==> config.mk <==
export PLATFORM = sky130hd
export DESIGN_NAME = rv_core
export DESIGN_NICKNAME = d
export VERILOG_FILES = /design/src/rtl/rv_pkg.sv /design/src/rtl/hazard_if.sv /design/src/rtl/hazard_ctrl.sv /design/src/rtl/fetch_unit.sv /design/src/rtl/reg_file.sv /design/src/rtl/exec_unit.sv /design/src/rtl/mem_wb_unit.sv /design/src/rtl/rv_core.sv
export VERILOG_INCLUDE_DIRS = /design/src /design/src/rtl
export SDC_FILE = /design/constraint.sdc
export NUM_CORES = 2
export LEC_CHECK = 0
export BUFFER_PORTS_ARGS = -buffer_cell sky130_fd_sc_hd__buf_2
export CORE_MARGIN = 2
export CORE_UTILIZATION = 55
export CTS_CLUSTER_SIZE = 40
export DETAILED_ROUTE_END_ITERATION = 8
export PLACE_DENSITY = 0.72
export SYNTH_ARGS = -nofsm -noshare
export SYNTH_HDL_FRONTEND = slang
export SYNTH_SLANG_ARGS = --single-unit
==> constraint.sdc <==
create_clock -name clk -period 6.3 [get_ports clk]
set_clock_uncertainty 0.1 [all_clocks]
set_input_delay 0.63 -clock clk [delete_from_list [all_inputs] [get_ports clk]]
set_output_delay 0.63 -clock clk [all_outputs]
set_load 0.02 [all_outputs]
==> src/rtl/rv_cfg.svh <==
`ifndef RV_CFG_SVH
`define RV_CFG_SVH

// machine word, also used as the address width
`define RV_XLEN 32

// architectural register file
`define RV_NUM_REGS 32

// rs1, rs2 and rd fields are all this wide
`define RV_REG_IDX_W 5

// fetch starts here after reset
`define RV_RESET_PC 32'h0000_0000

// sequential fetch moves one word at a time
`define RV_PC_STEP 32'd4

`endif

==> src/rtl/rv_pkg.sv <==
`include "rv_cfg.svh"

package rv_pkg;

  // major opcodes, bits [6:0] of the instruction
  typedef enum logic [6:0] {
    OPC_LOAD   = 7'b000_0011,
    OPC_STORE  = 7'b010_0011,
    OPC_BRANCH = 7'b110_0011,
    OPC_OP_IMM = 7'b001_0011,
    OPC_OP     = 7'b011_0011,
    OPC_LUI    = 7'b011_0111,
    OPC_SYSTEM = 7'b111_0011
  } opcode_e;

  typedef enum logic [3:0] {
    ALU_ADD,
    ALU_SUB,
    ALU_SLL,
    ALU_SLT,
    ALU_SLTU,
    ALU_XOR,
    ALU_SRL,
    ALU_SRA,
    ALU_OR,
    ALU_AND,
    ALU_PASS_B
  } alu_op_e;

  // where an execute operand comes from
  typedef enum logic [1:0] {
    FWD_NONE = 2'd0,
    FWD_MEM  = 2'd1,
    FWD_WB   = 2'd2
  } fwd_sel_e;

  // zero is left unused so an undriven trace stands out
  typedef enum logic [2:0] {
    CYCLE_RESET        = 3'd1,
    CYCLE_NO_STALL     = 3'd2,
    CYCLE_TAKEN_BRANCH = 3'd3,
    CYCLE_LOAD2USE     = 3'd4
  } cycle_status_e;

  typedef struct packed {
    logic [`RV_XLEN-1:0] pc;
    logic [`RV_XLEN-1:0] insn;
    cycle_status_e status;
  } decode_stage_t;

  typedef struct packed {
    logic [`RV_XLEN-1:0] pc;
    logic [`RV_XLEN-1:0] insn;
    logic [`RV_XLEN-1:0] a;
    logic [`RV_XLEN-1:0] b;
    cycle_status_e status;
  } execute_stage_t;

  // also the writeback shape, with store_data holding the loaded word there
  typedef struct packed {
    logic [`RV_XLEN-1:0] pc;
    logic [`RV_XLEN-1:0] insn;
    logic [`RV_XLEN-1:0] result;
    logic [`RV_XLEN-1:0] store_data;
    logic rd_we;
    cycle_status_e status;
  } memory_stage_t;

endpackage

==> src/rtl/hazard_if.sv <==
`timescale 1ns/1ps
`include "rv_cfg.svh"

interface hazard_if;

  // register indices, zero when the stage does not read or write one
  logic [`RV_REG_IDX_W-1:0] dec_rs1;
  logic [`RV_REG_IDX_W-1:0] dec_rs2;
  logic [`RV_REG_IDX_W-1:0] ex_rs1;
  logic [`RV_REG_IDX_W-1:0] ex_rs2;
  logic [`RV_REG_IDX_W-1:0] ex_rd;
  logic [`RV_REG_IDX_W-1:0] mem_rs2;
  logic [`RV_REG_IDX_W-1:0] mem_rd;
  logic [`RV_REG_IDX_W-1:0] wb_rd;
  logic ex_is_load;
  logic branch_taken;
  logic mem_we;
  logic wb_we;

  // decisions
  logic stall;
  logic flush;
  logic store_fwd;
  rv_pkg::fwd_sel_e fwd_a;
  rv_pkg::fwd_sel_e fwd_b;

  modport dp (
    output dec_rs1, dec_rs2, ex_rs1, ex_rs2, ex_rd, ex_is_load, branch_taken,
    output mem_rs2, mem_rd, mem_we, wb_rd, wb_we,
    input stall, flush, fwd_a, fwd_b, store_fwd
  );

  modport ctrl (
    input dec_rs1, dec_rs2, ex_rs1, ex_rs2, ex_rd, ex_is_load, branch_taken,
    input mem_rs2, mem_rd, mem_we, wb_rd, wb_we,
    output stall, flush, fwd_a, fwd_b, store_fwd
  );

endinterface

==> src/rtl/hazard_ctrl.sv <==
`timescale 1ns/1ps
`include "rv_cfg.svh"

module hazard_ctrl (
  input logic clk,
  input logic rst,
  hazard_if.ctrl hz
);

  // a producer matches when it writes a nonzero rd equal to the source index
  function automatic logic hits(
    input logic we,
    input logic [`RV_REG_IDX_W-1:0] rd,
    input logic [`RV_REG_IDX_W-1:0] rs
  );
    hits = we && (rd != '0) && (rd == rs);
  endfunction

  // load data only exists after memory, so the consumer waits one cycle
  assign hz.stall = hz.ex_is_load &&
                    (hits(1'b1, hz.ex_rd, hz.dec_rs1) || hits(1'b1, hz.ex_rd, hz.dec_rs2));

  // branch resolves in execute, both younger stages are wrong-path
  assign hz.flush = hz.branch_taken;

  // memory holds the younger producer and wins over writeback
  assign hz.fwd_a = hits(hz.mem_we, hz.mem_rd, hz.ex_rs1) ? rv_pkg::FWD_MEM :
                    hits(hz.wb_we, hz.wb_rd, hz.ex_rs1)   ? rv_pkg::FWD_WB  :
                                                            rv_pkg::FWD_NONE;

  assign hz.fwd_b = hits(hz.mem_we, hz.mem_rd, hz.ex_rs2) ? rv_pkg::FWD_MEM :
                    hits(hz.wb_we, hz.wb_rd, hz.ex_rs2)   ? rv_pkg::FWD_WB  :
                                                            rv_pkg::FWD_NONE;

  // store data register written by the instruction just ahead of the store
  assign hz.store_fwd = hits(hz.wb_we, hz.wb_rd, hz.mem_rs2);

  // a load in execute and a taken branch in execute cannot coexist
  a_stall_flush_exclusive: assert property (
    @(posedge clk) disable iff (rst)
    !(hz.stall && hz.flush)
  ) else $error("stall and flush asserted together");

  // a load moved to memory last edge, its result field is only an address
  a_no_mem_fwd_of_load: assert property (
    @(posedge clk) disable iff (rst)
    $past(hz.ex_is_load) |-> hz.fwd_a != rv_pkg::FWD_MEM
  ) else $error("operand a forwarded from a load still in memory");

endmodule

==> src/rtl/fetch_unit.sv <==
`timescale 1ns/1ps
`include "rv_cfg.svh"

module fetch_unit (
  input  logic clk,
  input  logic rst,
  hazard_if.dp hz,
  input  logic [`RV_XLEN-1:0] redirect_pc,
  input  logic [`RV_XLEN-1:0] insn_from_imem,
  output logic [`RV_XLEN-1:0] pc_to_imem,
  output rv_pkg::decode_stage_t decode_state
);

  logic [`RV_XLEN-1:0] pc;

  always_ff @(posedge clk) begin
    if (rst) begin
      pc <= `RV_RESET_PC;
      decode_state <= '{pc: '0, insn: '0, status: rv_pkg::CYCLE_RESET};
    end else if (hz.flush) begin
      pc <= redirect_pc;
      decode_state <= '{pc: '0, insn: '0, status: rv_pkg::CYCLE_TAKEN_BRANCH};
    end else if (!hz.stall) begin
      pc <= pc + `RV_PC_STEP;
      decode_state <= '{pc: pc, insn: insn_from_imem, status: rv_pkg::CYCLE_NO_STALL};
    end
  end

  assign pc_to_imem = pc;

  // only report sources the instruction really reads
  assign hz.dec_rs1 = (decode_state.insn[6:0] inside {
                        rv_pkg::OPC_LOAD, rv_pkg::OPC_STORE, rv_pkg::OPC_BRANCH,
                        rv_pkg::OPC_OP_IMM, rv_pkg::OPC_OP})
                      ? decode_state.insn[19:15] : '0;
  assign hz.dec_rs2 = (decode_state.insn[6:0] inside {
                        rv_pkg::OPC_STORE, rv_pkg::OPC_BRANCH, rv_pkg::OPC_OP})
                      ? decode_state.insn[24:20] : '0;

endmodule

==> src/rtl/reg_file.sv <==
`timescale 1ns/1ps
`include "rv_cfg.svh"

module reg_file (
  input  logic clk,
  input  logic rst,
  input  logic [`RV_REG_IDX_W-1:0] rs1,
  input  logic [`RV_REG_IDX_W-1:0] rs2,
  output logic [`RV_XLEN-1:0] rs1_data,
  output logic [`RV_XLEN-1:0] rs2_data,
  input  logic [`RV_REG_IDX_W-1:0] rd,
  input  logic [`RV_XLEN-1:0] rd_data,
  input  logic we
);

  logic [`RV_XLEN-1:0] regs [`RV_NUM_REGS];

  // x0 reads zero, a same-cycle write is passed straight through
  function automatic logic [`RV_XLEN-1:0] read_port(input logic [`RV_REG_IDX_W-1:0] idx);
    if (idx == '0) begin
      read_port = '0;
    end else if (we && rd == idx) begin
      read_port = rd_data;
    end else begin
      read_port = regs[idx];
    end
  endfunction

  always_ff @(posedge clk) begin
    if (rst) begin
      for (int i = 0; i < `RV_NUM_REGS; i++) begin
        regs[i] <= '0;
      end
    end else if (we && rd != '0) begin
      regs[rd] <= rd_data;
    end
  end

  always_comb begin
    rs1_data = read_port(rs1);
    rs2_data = read_port(rs2);
  end

endmodule

==> src/rtl/exec_unit.sv <==
`timescale 1ns/1ps
`include "rv_cfg.svh"

module exec_unit (
  input  logic clk,
  input  logic rst,
  hazard_if.dp hz,
  input  rv_pkg::decode_stage_t decode_state,
  input  logic [`RV_XLEN-1:0] rs1_data,
  input  logic [`RV_XLEN-1:0] rs2_data,
  output logic [`RV_REG_IDX_W-1:0] rf_rs1,
  output logic [`RV_REG_IDX_W-1:0] rf_rs2,
  input  logic [`RV_XLEN-1:0] wb_result,
  output logic [`RV_XLEN-1:0] redirect_pc,
  output rv_pkg::memory_stage_t memory_state
);

  rv_pkg::execute_stage_t ex;
  rv_pkg::opcode_e opcode;
  rv_pkg::alu_op_e alu_op;
  logic [2:0] funct3;
  logic alt;
  logic [`RV_XLEN-1:0] imm_i;
  logic [`RV_XLEN-1:0] imm_s;
  logic [`RV_XLEN-1:0] imm_b;
  logic [`RV_XLEN-1:0] imm_u;
  logic [`RV_XLEN-1:0] op_a;
  logic [`RV_XLEN-1:0] fwd_b_val;
  logic [`RV_XLEN-1:0] op_b;
  logic [`RV_XLEN-1:0] alu_result;
  logic rd_we;

  function automatic logic [`RV_XLEN-1:0] fwd_mux(
    input rv_pkg::fwd_sel_e sel,
    input logic [`RV_XLEN-1:0] latched,
    input logic [`RV_XLEN-1:0] mem_val,
    input logic [`RV_XLEN-1:0] wb_val
  );
    case (sel)
      rv_pkg::FWD_MEM: fwd_mux = mem_val;
      rv_pkg::FWD_WB:  fwd_mux = wb_val;
      default:         fwd_mux = latched;
    endcase
  endfunction

  assign rf_rs1 = decode_state.insn[19:15];
  assign rf_rs2 = decode_state.insn[24:20];

  always_ff @(posedge clk) begin
    if (rst) begin
      ex <= '{pc: '0, insn: '0, a: '0, b: '0, status: rv_pkg::CYCLE_RESET};
    end else if (hz.flush) begin
      ex <= '{pc: '0, insn: '0, a: '0, b: '0, status: rv_pkg::CYCLE_TAKEN_BRANCH};
    end else if (hz.stall) begin
      ex <= '{pc: '0, insn: '0, a: '0, b: '0, status: rv_pkg::CYCLE_LOAD2USE};
    end else begin
      ex <= '{pc: decode_state.pc, insn: decode_state.insn, a: rs1_data, b: rs2_data,
              status: decode_state.status};
    end
  end

  assign opcode = rv_pkg::opcode_e'(ex.insn[6:0]);
  assign funct3 = ex.insn[14:12];
  // funct7 bit 5 picks SUB and SRA
  assign alt = ex.insn[30];

  assign imm_i = {{20{ex.insn[31]}}, ex.insn[31:20]};
  assign imm_s = {{20{ex.insn[31]}}, ex.insn[31:25], ex.insn[11:7]};
  assign imm_b = {{19{ex.insn[31]}}, ex.insn[31], ex.insn[7], ex.insn[30:25],
                  ex.insn[11:8], 1'b0};
  assign imm_u = {ex.insn[31:12], 12'b0};

  assign hz.ex_rs1 = (opcode inside {rv_pkg::OPC_LOAD, rv_pkg::OPC_STORE, rv_pkg::OPC_BRANCH,
                                     rv_pkg::OPC_OP_IMM, rv_pkg::OPC_OP})
                     ? ex.insn[19:15] : '0;
  assign hz.ex_rs2 = (opcode inside {rv_pkg::OPC_STORE, rv_pkg::OPC_BRANCH, rv_pkg::OPC_OP})
                     ? ex.insn[24:20] : '0;
  assign hz.ex_rd = ex.insn[11:7];
  assign hz.ex_is_load = (opcode == rv_pkg::OPC_LOAD);

  assign op_a = fwd_mux(hz.fwd_a, ex.a, memory_state.result, wb_result);
  assign fwd_b_val = fwd_mux(hz.fwd_b, ex.b, memory_state.result, wb_result);

  // loads and stores use the adder for the address
  always_comb begin
    alu_op = rv_pkg::ALU_ADD;
    op_b = imm_i;
    rd_we = 1'b0;
    case (opcode)
      rv_pkg::OPC_LUI: begin
        alu_op = rv_pkg::ALU_PASS_B;
        op_b = imm_u;
        rd_we = 1'b1;
      end
      rv_pkg::OPC_LOAD: rd_we = 1'b1;
      rv_pkg::OPC_STORE: op_b = imm_s;
      rv_pkg::OPC_OP_IMM, rv_pkg::OPC_OP: begin
        rd_we = 1'b1;
        if (opcode == rv_pkg::OPC_OP) begin
          op_b = fwd_b_val;
        end
        case (funct3)
          3'b000: alu_op = (opcode == rv_pkg::OPC_OP && alt) ? rv_pkg::ALU_SUB : rv_pkg::ALU_ADD;
          3'b001: alu_op = rv_pkg::ALU_SLL;
          3'b010: alu_op = rv_pkg::ALU_SLT;
          3'b011: alu_op = rv_pkg::ALU_SLTU;
          3'b100: alu_op = rv_pkg::ALU_XOR;
          3'b101: alu_op = alt ? rv_pkg::ALU_SRA : rv_pkg::ALU_SRL;
          3'b110: alu_op = rv_pkg::ALU_OR;
          default: alu_op = rv_pkg::ALU_AND;
        endcase
      end
      // branches, ECALL and bubbles write nothing
      default: rd_we = 1'b0;
    endcase
  end

  always_comb begin
    alu_result = '0;
    case (alu_op)
      rv_pkg::ALU_ADD:    alu_result = op_a + op_b;
      rv_pkg::ALU_SUB:    alu_result = op_a - op_b;
      rv_pkg::ALU_SLL:    alu_result = op_a << op_b[4:0];
      rv_pkg::ALU_SLT:    alu_result[0] = $signed(op_a) < $signed(op_b);
      rv_pkg::ALU_SLTU:   alu_result[0] = op_a < op_b;
      rv_pkg::ALU_XOR:    alu_result = op_a ^ op_b;
      rv_pkg::ALU_SRL:    alu_result = op_a >> op_b[4:0];
      rv_pkg::ALU_SRA:    alu_result = $signed(op_a) >>> op_b[4:0];
      rv_pkg::ALU_OR:     alu_result = op_a | op_b;
      rv_pkg::ALU_AND:    alu_result = op_a & op_b;
      rv_pkg::ALU_PASS_B: alu_result = op_b;
      default:            alu_result = '0;
    endcase
  end

  // only BEQ and BNE, other funct3 values fall through
  assign hz.branch_taken = (opcode == rv_pkg::OPC_BRANCH) &&
                           ((funct3 == 3'b000 && op_a == fwd_b_val) ||
                            (funct3 == 3'b001 && op_a != fwd_b_val));
  assign redirect_pc = ex.pc + imm_b;

  always_ff @(posedge clk) begin
    if (rst) begin
      memory_state <= '{pc: '0, insn: '0, result: '0, store_data: '0, rd_we: 1'b0,
                        status: rv_pkg::CYCLE_RESET};
    end else begin
      memory_state <= '{pc: ex.pc, insn: ex.insn, result: alu_result, store_data: fwd_b_val,
                        rd_we: rd_we, status: ex.status};
    end
  end

  a_unknown_opcode_no_write: assert property (
    @(posedge clk) disable iff (rst)
    !(opcode inside {rv_pkg::OPC_LOAD, rv_pkg::OPC_OP_IMM, rv_pkg::OPC_OP, rv_pkg::OPC_LUI})
      |=> !memory_state.rd_we
  ) else $error("register write flagged for a non-writing opcode");

endmodule

==> src/rtl/mem_wb_unit.sv <==
`timescale 1ns/1ps
`include "rv_cfg.svh"

module mem_wb_unit (
  input  logic clk,
  input  logic rst,
  hazard_if.dp hz,
  input  rv_pkg::memory_stage_t memory_state,
  output logic [`RV_XLEN-1:0] dmem_addr,
  output logic [`RV_XLEN-1:0] dmem_wdata,
  output logic dmem_we,
  input  logic [`RV_XLEN-1:0] dmem_rdata,
  output logic [`RV_REG_IDX_W-1:0] rf_rd,
  output logic [`RV_XLEN-1:0] rf_rd_data,
  output logic rf_we,
  output logic [`RV_XLEN-1:0] wb_result,
  output logic halt,
  output logic [`RV_XLEN-1:0] trace_pc,
  output logic [`RV_XLEN-1:0] trace_insn,
  output rv_pkg::cycle_status_e trace_status
);

  rv_pkg::memory_stage_t wb;
  logic mem_is_store;

  assign mem_is_store = (memory_state.insn[6:0] == rv_pkg::OPC_STORE);

  // word-only data port
  assign dmem_addr = memory_state.result;
  assign dmem_we = mem_is_store;
  assign dmem_wdata = hz.store_fwd ? wb_result : memory_state.store_data;

  assign hz.mem_rs2 = mem_is_store ? memory_state.insn[24:20] : '0;
  assign hz.mem_rd = memory_state.insn[11:7];
  assign hz.mem_we = memory_state.rd_we;

  // the load data takes the store data slot
  always_ff @(posedge clk) begin
    if (rst) begin
      wb <= '{pc: '0, insn: '0, result: '0, store_data: '0, rd_we: 1'b0,
              status: rv_pkg::CYCLE_RESET};
    end else begin
      wb <= '{pc: memory_state.pc, insn: memory_state.insn, result: memory_state.result,
              store_data: dmem_rdata, rd_we: memory_state.rd_we, status: memory_state.status};
    end
  end

  assign wb_result = (wb.insn[6:0] == rv_pkg::OPC_LOAD) ? wb.store_data : wb.result;

  assign rf_rd = wb.insn[11:7];
  assign rf_rd_data = wb_result;
  assign rf_we = wb.rd_we;
  assign hz.wb_rd = wb.insn[11:7];
  assign hz.wb_we = wb.rd_we;

  // ECALL is the only SYSTEM instruction kept
  assign halt = (wb.insn[6:0] == rv_pkg::OPC_SYSTEM);

  assign trace_pc = wb.pc;
  assign trace_insn = wb.insn;
  assign trace_status = wb.status;

  a_store_aligned: assert property (
    @(posedge clk) disable iff (rst)
    dmem_we |-> dmem_addr[1:0] == 2'b00
  ) else $error("misaligned word store to %h", dmem_addr);

endmodule

==> src/rtl/rv_core.sv <==
`timescale 1ns/1ps
`include "rv_cfg.svh"

module rv_core (
  input  logic clk,
  input  logic rst,
  output logic [`RV_XLEN-1:0] pc_to_imem,
  input  logic [`RV_XLEN-1:0] insn_from_imem,
  output logic [`RV_XLEN-1:0] dmem_addr,
  output logic [`RV_XLEN-1:0] dmem_wdata,
  output logic dmem_we,
  input  logic [`RV_XLEN-1:0] dmem_rdata,
  output logic halt,
  output logic [`RV_XLEN-1:0] trace_pc,
  output logic [`RV_XLEN-1:0] trace_insn,
  output rv_pkg::cycle_status_e trace_status
);

  rv_pkg::decode_stage_t decode_state;
  rv_pkg::memory_stage_t memory_state;
  logic [`RV_XLEN-1:0] redirect_pc;
  logic [`RV_REG_IDX_W-1:0] rf_rs1;
  logic [`RV_REG_IDX_W-1:0] rf_rs2;
  logic [`RV_XLEN-1:0] rs1_data;
  logic [`RV_XLEN-1:0] rs2_data;
  logic [`RV_REG_IDX_W-1:0] rf_rd;
  logic [`RV_XLEN-1:0] rf_rd_data;
  logic rf_we;
  logic [`RV_XLEN-1:0] wb_result;

  hazard_if hz_if ();

  hazard_ctrl u_hazard_ctrl (.clk(clk), .rst(rst), .hz(hz_if.ctrl));

  fetch_unit u_fetch (
    .clk(clk), .rst(rst), .hz(hz_if.dp),
    .redirect_pc(redirect_pc),
    .insn_from_imem(insn_from_imem),
    .pc_to_imem(pc_to_imem),
    .decode_state(decode_state)
  );

  reg_file u_reg_file (
    .clk(clk), .rst(rst),
    .rs1(rf_rs1), .rs2(rf_rs2),
    .rs1_data(rs1_data), .rs2_data(rs2_data),
    .rd(rf_rd), .rd_data(rf_rd_data), .we(rf_we)
  );

  exec_unit u_exec (
    .clk(clk), .rst(rst), .hz(hz_if.dp),
    .decode_state(decode_state),
    .rs1_data(rs1_data), .rs2_data(rs2_data),
    .rf_rs1(rf_rs1), .rf_rs2(rf_rs2),
    .wb_result(wb_result),
    .redirect_pc(redirect_pc),
    .memory_state(memory_state)
  );

  mem_wb_unit u_mem_wb (
    .clk(clk), .rst(rst), .hz(hz_if.dp),
    .memory_state(memory_state),
    .dmem_addr(dmem_addr), .dmem_wdata(dmem_wdata), .dmem_we(dmem_we),
    .dmem_rdata(dmem_rdata),
    .rf_rd(rf_rd), .rf_rd_data(rf_rd_data), .rf_we(rf_we),
    .wb_result(wb_result),
    .halt(halt),
    .trace_pc(trace_pc), .trace_insn(trace_insn), .trace_status(trace_status)
  );

endmodule

==> summary.md <==
| Metric | Value |
|---|---|
| Pin count of the biggest net entering global routing | 146 |
| Minimum clock period | 6.20 ns |
| Hold path startpoint | dmem_rdata[20] |
| Post-synthesis compound-gate area fraction | 10.9% |
| Post-synthesis mux area share | 18.9% |
| Fmax | 0.161 GHz |
| IO buf count | 230 |
| Total CTS buffers | 161 |
| Gate Count Post-Synth | 7333 |
| Post-detail-place hpwl | 228000 um |
| Final hold vios | 0 |
| Starting Density | 55.5% |
| Setup WS post-layout | 0.103 ns |
| Core Region | 0.148 mm^2 |
| GRT overflow | 0 |
| Synth warn | 0 |
| Commonest non-fill, non-tap cells in the layout | nor2_1, edfxtp_1, buf_4, mux4_2, dfxtp_1 |
| Max_slew headroom | -0.0212% |
| RSZ-0062 raised after global routing | yes |
| Cell mode on critical path | buf_4 |
| WL/cell | 34.7 um |
| Fin. max-slew vios | 1 |
| Endpoints failing setup | 0 |
| CP required | 6.85 ns |
| CP peak stage delay | 0.47 ns |
| Status | finished, violations left |
| Worst-Margin Slew | 1.49 ns |
| Die W | 390 um |
| R2R setup slack | 0.10 ns |
| Crit-path leading delay family | buffers and inverters |
| Most common cell after layout, fill and taps aside | nor2_1 |
| Average size of a mapped cell | 11.2 um^2 |
| Maximum Capacitance Violations | 1 |
| Largest family of logic cells by synthesized area | multiplexers |
| 1st-iter DRT viols | 10.1k |
| Register bit total from synthesis | 1517 |
| Area contributors post-synth | edfxtp_1, mux4_2, dfxtp_1, nor2_1, mux2i_1 |
| CTS tree | yes |
| First-pass detailed-route iteration total | 6 |
| RR Startpoint | u_exec.ex[69]$_SDFF_PP0_ |
| Post-synth cell types | 98 |
| Post-Synth Adder-Cell Area | 2.02% |
| Number of fillers in the final layout | 11.4k |
| Ys async rst share | 0% |
| Initial antenna violation count | 13 |
| ANT nets after route | 0 |
| R2R depth | 24 |
| Reg-to-Reg End | u_fetch.pc_to_imem[7]$_SDFFE_PP0P_ |
| Dominant synthesized flop cell | edfxtp_1 |
| Hold path cells | 2 |
| CTS Sinks | 1517 |
| Fraction of layout cells with a size suffix above 1 | 24.9% |
| Hold WS | 0.0587 ns |
| Hold WC Path Type | in2reg |
| Seq/Total Area, Yosys | 49.4% |
| GPL Wtd Cong | 1.09 |
| Slowest-stage cell, CP | nor4_1 |
| Maximum fanout along the worst path | 51 |
| Reg clk slew, reported paths | 0.07 ns |
| Core Rows | 141 |
| I/O pin total | 231 |
| Routed wire length | 340000 um |
| # nets final | 7900 |
| Critical path data arrival time | 6.75 ns |
| Final TNS setup | 0 ns |
| Fraction of the mapped netlist area in simple logic gates | 13.0% |
| Clock root buffer | clkbuf_16 |
| Vias in the first global route | 66.1k |
| Pwr dens | 263 mW/mm^2 |
| First-pass GRT wire length | 478000 um |
| Cell Chain, Critical Path | and4bb_1 -> buf_6 -> buf_4 -> o211ai_1 -> xnor2_1 -> and4_2 -> buf_4 -> buf_6 -> mux2i_1 -> o21ai_1 -> buf_4 -> buf_4 -> inv_1 -> xnor2_1 -> nand4_1 -> nor4_1 -> nand4bb_1 -> nor2_2 -> buf_4 -> mux2i_4 -> buf_12 -> buf_12 -> or4_1 -> o311ai_0 |
| Post-Place Worst Slack | -0.279 ns |
| Failing checks | capacitance limit, slew limit |
| CP Capture Type | flip-flop |
| Levels on crit path | 24 |
| Post-synthesis xor/xnor area fraction | 1.02% |
| Top cell type's share of synthesized area | 37.4% |
| Total GRT Usage | 44.0% |
| CP Class | reg2reg |
| Hold EP | u_mem_wb.wb[24]$_SDFF_PP0_ |
| Clock Latency Late Sink | 0.82 ns |
| Vias per cell | 6.98 |
| Chip height | 390 um |
| Startpoint types | flip-flop |
| Buffer and inverter count on the worst path | 10 |
| Area of the mapped netlist | 0.0821 mm^2 |
| Area delta synth->final | 15.1% |
| DRC Markers | 0 |
| Tcrit/Tclk final | 98.4% |
| # H-tree levels | 4 |
| Leak | 34.2 nW |
| Worst-case clock buffer depth | 3 |
| Post-synth top area cell | edfxtp_1 |
| Vias | 68.2k |
| Full die area | 0.152 mm^2 |
| Max IR drop VDD | 0.266 mV |
| Number of synthesized flops with an enable pin | 1024 |
-- final cells by class --
cell class / count / area [um^2] / area share, %
Timing Repair Buffer: 919 / 6790 / 7.18
Inverter: 141 / 529 / 0.560
Multi-Input combinational cell: 4963 / 38700 / 41.0
Clock buffer: 212 / 4350 / 4.60
Clock inverter: 86 / 1060 / 1.12
Tap cell: 1930 / 2410 / 2.55
Sequential cell: 1517 / 40700 / 43.0
Antenna cell: 5 / 12.5 / 0.0132
-- metrics by stage --
stage	util, %	cell area, um^2	instances	power (W)
floorplan	-	82300	7364	0.0135
global placement	59.6	88200	9411	0.0151
detailed placement	59.6	88200	9411	0.0151
CTS	63.7	94200	9767	0.0247
global route	63.9	94500	9769	0.0254
finish	63.9	94500	9773	0.0249
-- registers in the layout, indices dropped and copies added (netlist names) --
name / count
u_exec.ex: 125
u_exec.hz.ex_rd: 5
u_mem_wb.trace_pc: 32
u_reg_file.regs: 1024
u_fetch.pc_to_imem: 32
u_mem_wb.trace_insn: 32
u_exec.memory_state: 132
u_mem_wb.hz.wb_we: 1
u_mem_wb.trace_status: 3
u_fetch.decode_state: 66
u_exec.alt: 1
u_mem_wb.wb: 64
-- power breakdown --
part	internal, W	switching, W	total (W)
logic	0.00149	0.00234	0.00383
clock network	0.00548	0.00427	0.00975
registers	0.0110	0.000358	0.0113
total	0.0179	0.00697	0.0249
-- layer usage --
layer | share of wire, % | vias to the layer above | GRT usage (%)
li1 | - | 27800 | -
met4 | 7.8 | 14 | 27.6
met2 | 44 | 5549 | 66.1
met5 | 0.027 | - | 0
met1 | 35 | 33400 | 55.6
met3 | 13 | 1347 | 13.7
-- synth_stat cells (45+ instances only) --
cell type / n
o211ai_1: 58
o21ai_0: 248
dfxtp_1: 493
inv_1: 131
o22ai_1: 120
nor2_1: 1453
ha_1: 128
mux2_2: 90
a211oi_1: 67
nand2_1: 406
a21o_1: 45
a22o_1: 67
buf_1: 85
nor3_1: 106
nor2b_1: 199
a21oi_1: 334
clkbuf_1: 486
edfxtp_1: 1024
mux4_2: 511
mux2i_1: 267
buf_2: 52
nand3_1: 82
a221oi_1: 74
buf_4: 111
xnor2_1: 59
and3_1: 79
-- logic make-up after synthesis --
| group | Yosys count |
|---|---|
| AO/OA/AOI/OAI | 1350 |
| XOR/XNOR | 96 |
| adder cells (fa/ha/maj) | 131 |
| buffers and inverters | 884 |
| flip-flops | 1517 |
| multiplexers | 890 |
| other | 1 |
| AND/OR/NAND/NOR | 2464 |
-- worst max-delay path by stage --
stage / startpoint / endpoint / slack (ns)
after floorplan: u_mem_wb.trace_insn[5]$_SDFF_PP0_ / u_exec.memory_state[66]$_SDFF_PP0_ / 0.02
after global placement: u_mem_wb.trace_insn[5]$_SDFF_PP0_ / u_exec.memory_state[56]$_SDFF_PP0_ / -0.19
after detailed placement: u_mem_wb.trace_insn[5]$_SDFF_PP0_ / u_exec.memory_state[66]$_SDFF_PP0_ / -0.28
after CTS: u_exec.ex[67]$_SDFF_PP0_ / u_exec.memory_state[56]$_SDFF_PP0_ / 0.0002
after global routing: u_exec.ex[69]$_SDFF_PP0_ / u_exec.memory_state[67]$_SDFF_PP0_ / -0.01
final: u_exec.ex[69]$_SDFF_PP0_ / u_fetch.pc_to_imem[7]$_SDFFE_PP0P_ / 0.10
-- worst register-to-register path: stages (launching register included) --
cell,delay [ns]
dfxtp_1,0.33
and4bb_1,0.29
buf_6,0.15
buf_4,0.12
o211ai_1,0.11
xnor2_1,0.22
and4_2,0.30
buf_4,0.28
buf_6,0.32
mux2i_1,0.35
o21ai_1,0.10
buf_4,0.20
buf_4,0.18
inv_1,0.26
xnor2_1,0.22
nand4_1,0.19
nor4_1,0.47
nand4bb_1,0.19
nor2_2,0.18
buf_4,0.21
mux2i_4,0.40
buf_12,0.29
buf_12,0.27
or4_1,0.17
o311ai_0,0.13
-- repair_timing --
action | in CTS | in global routing
endpoints found under the hold margin | 58 | 0
hold buffers | 58 | 0
pin swaps | 0 | 13
endpoints found under the setup margin | 11 | 37
resized for setup | 15 | 67
setup buffers | 0 | 1
No activity file was read; power rests on OpenSTA's default activity.
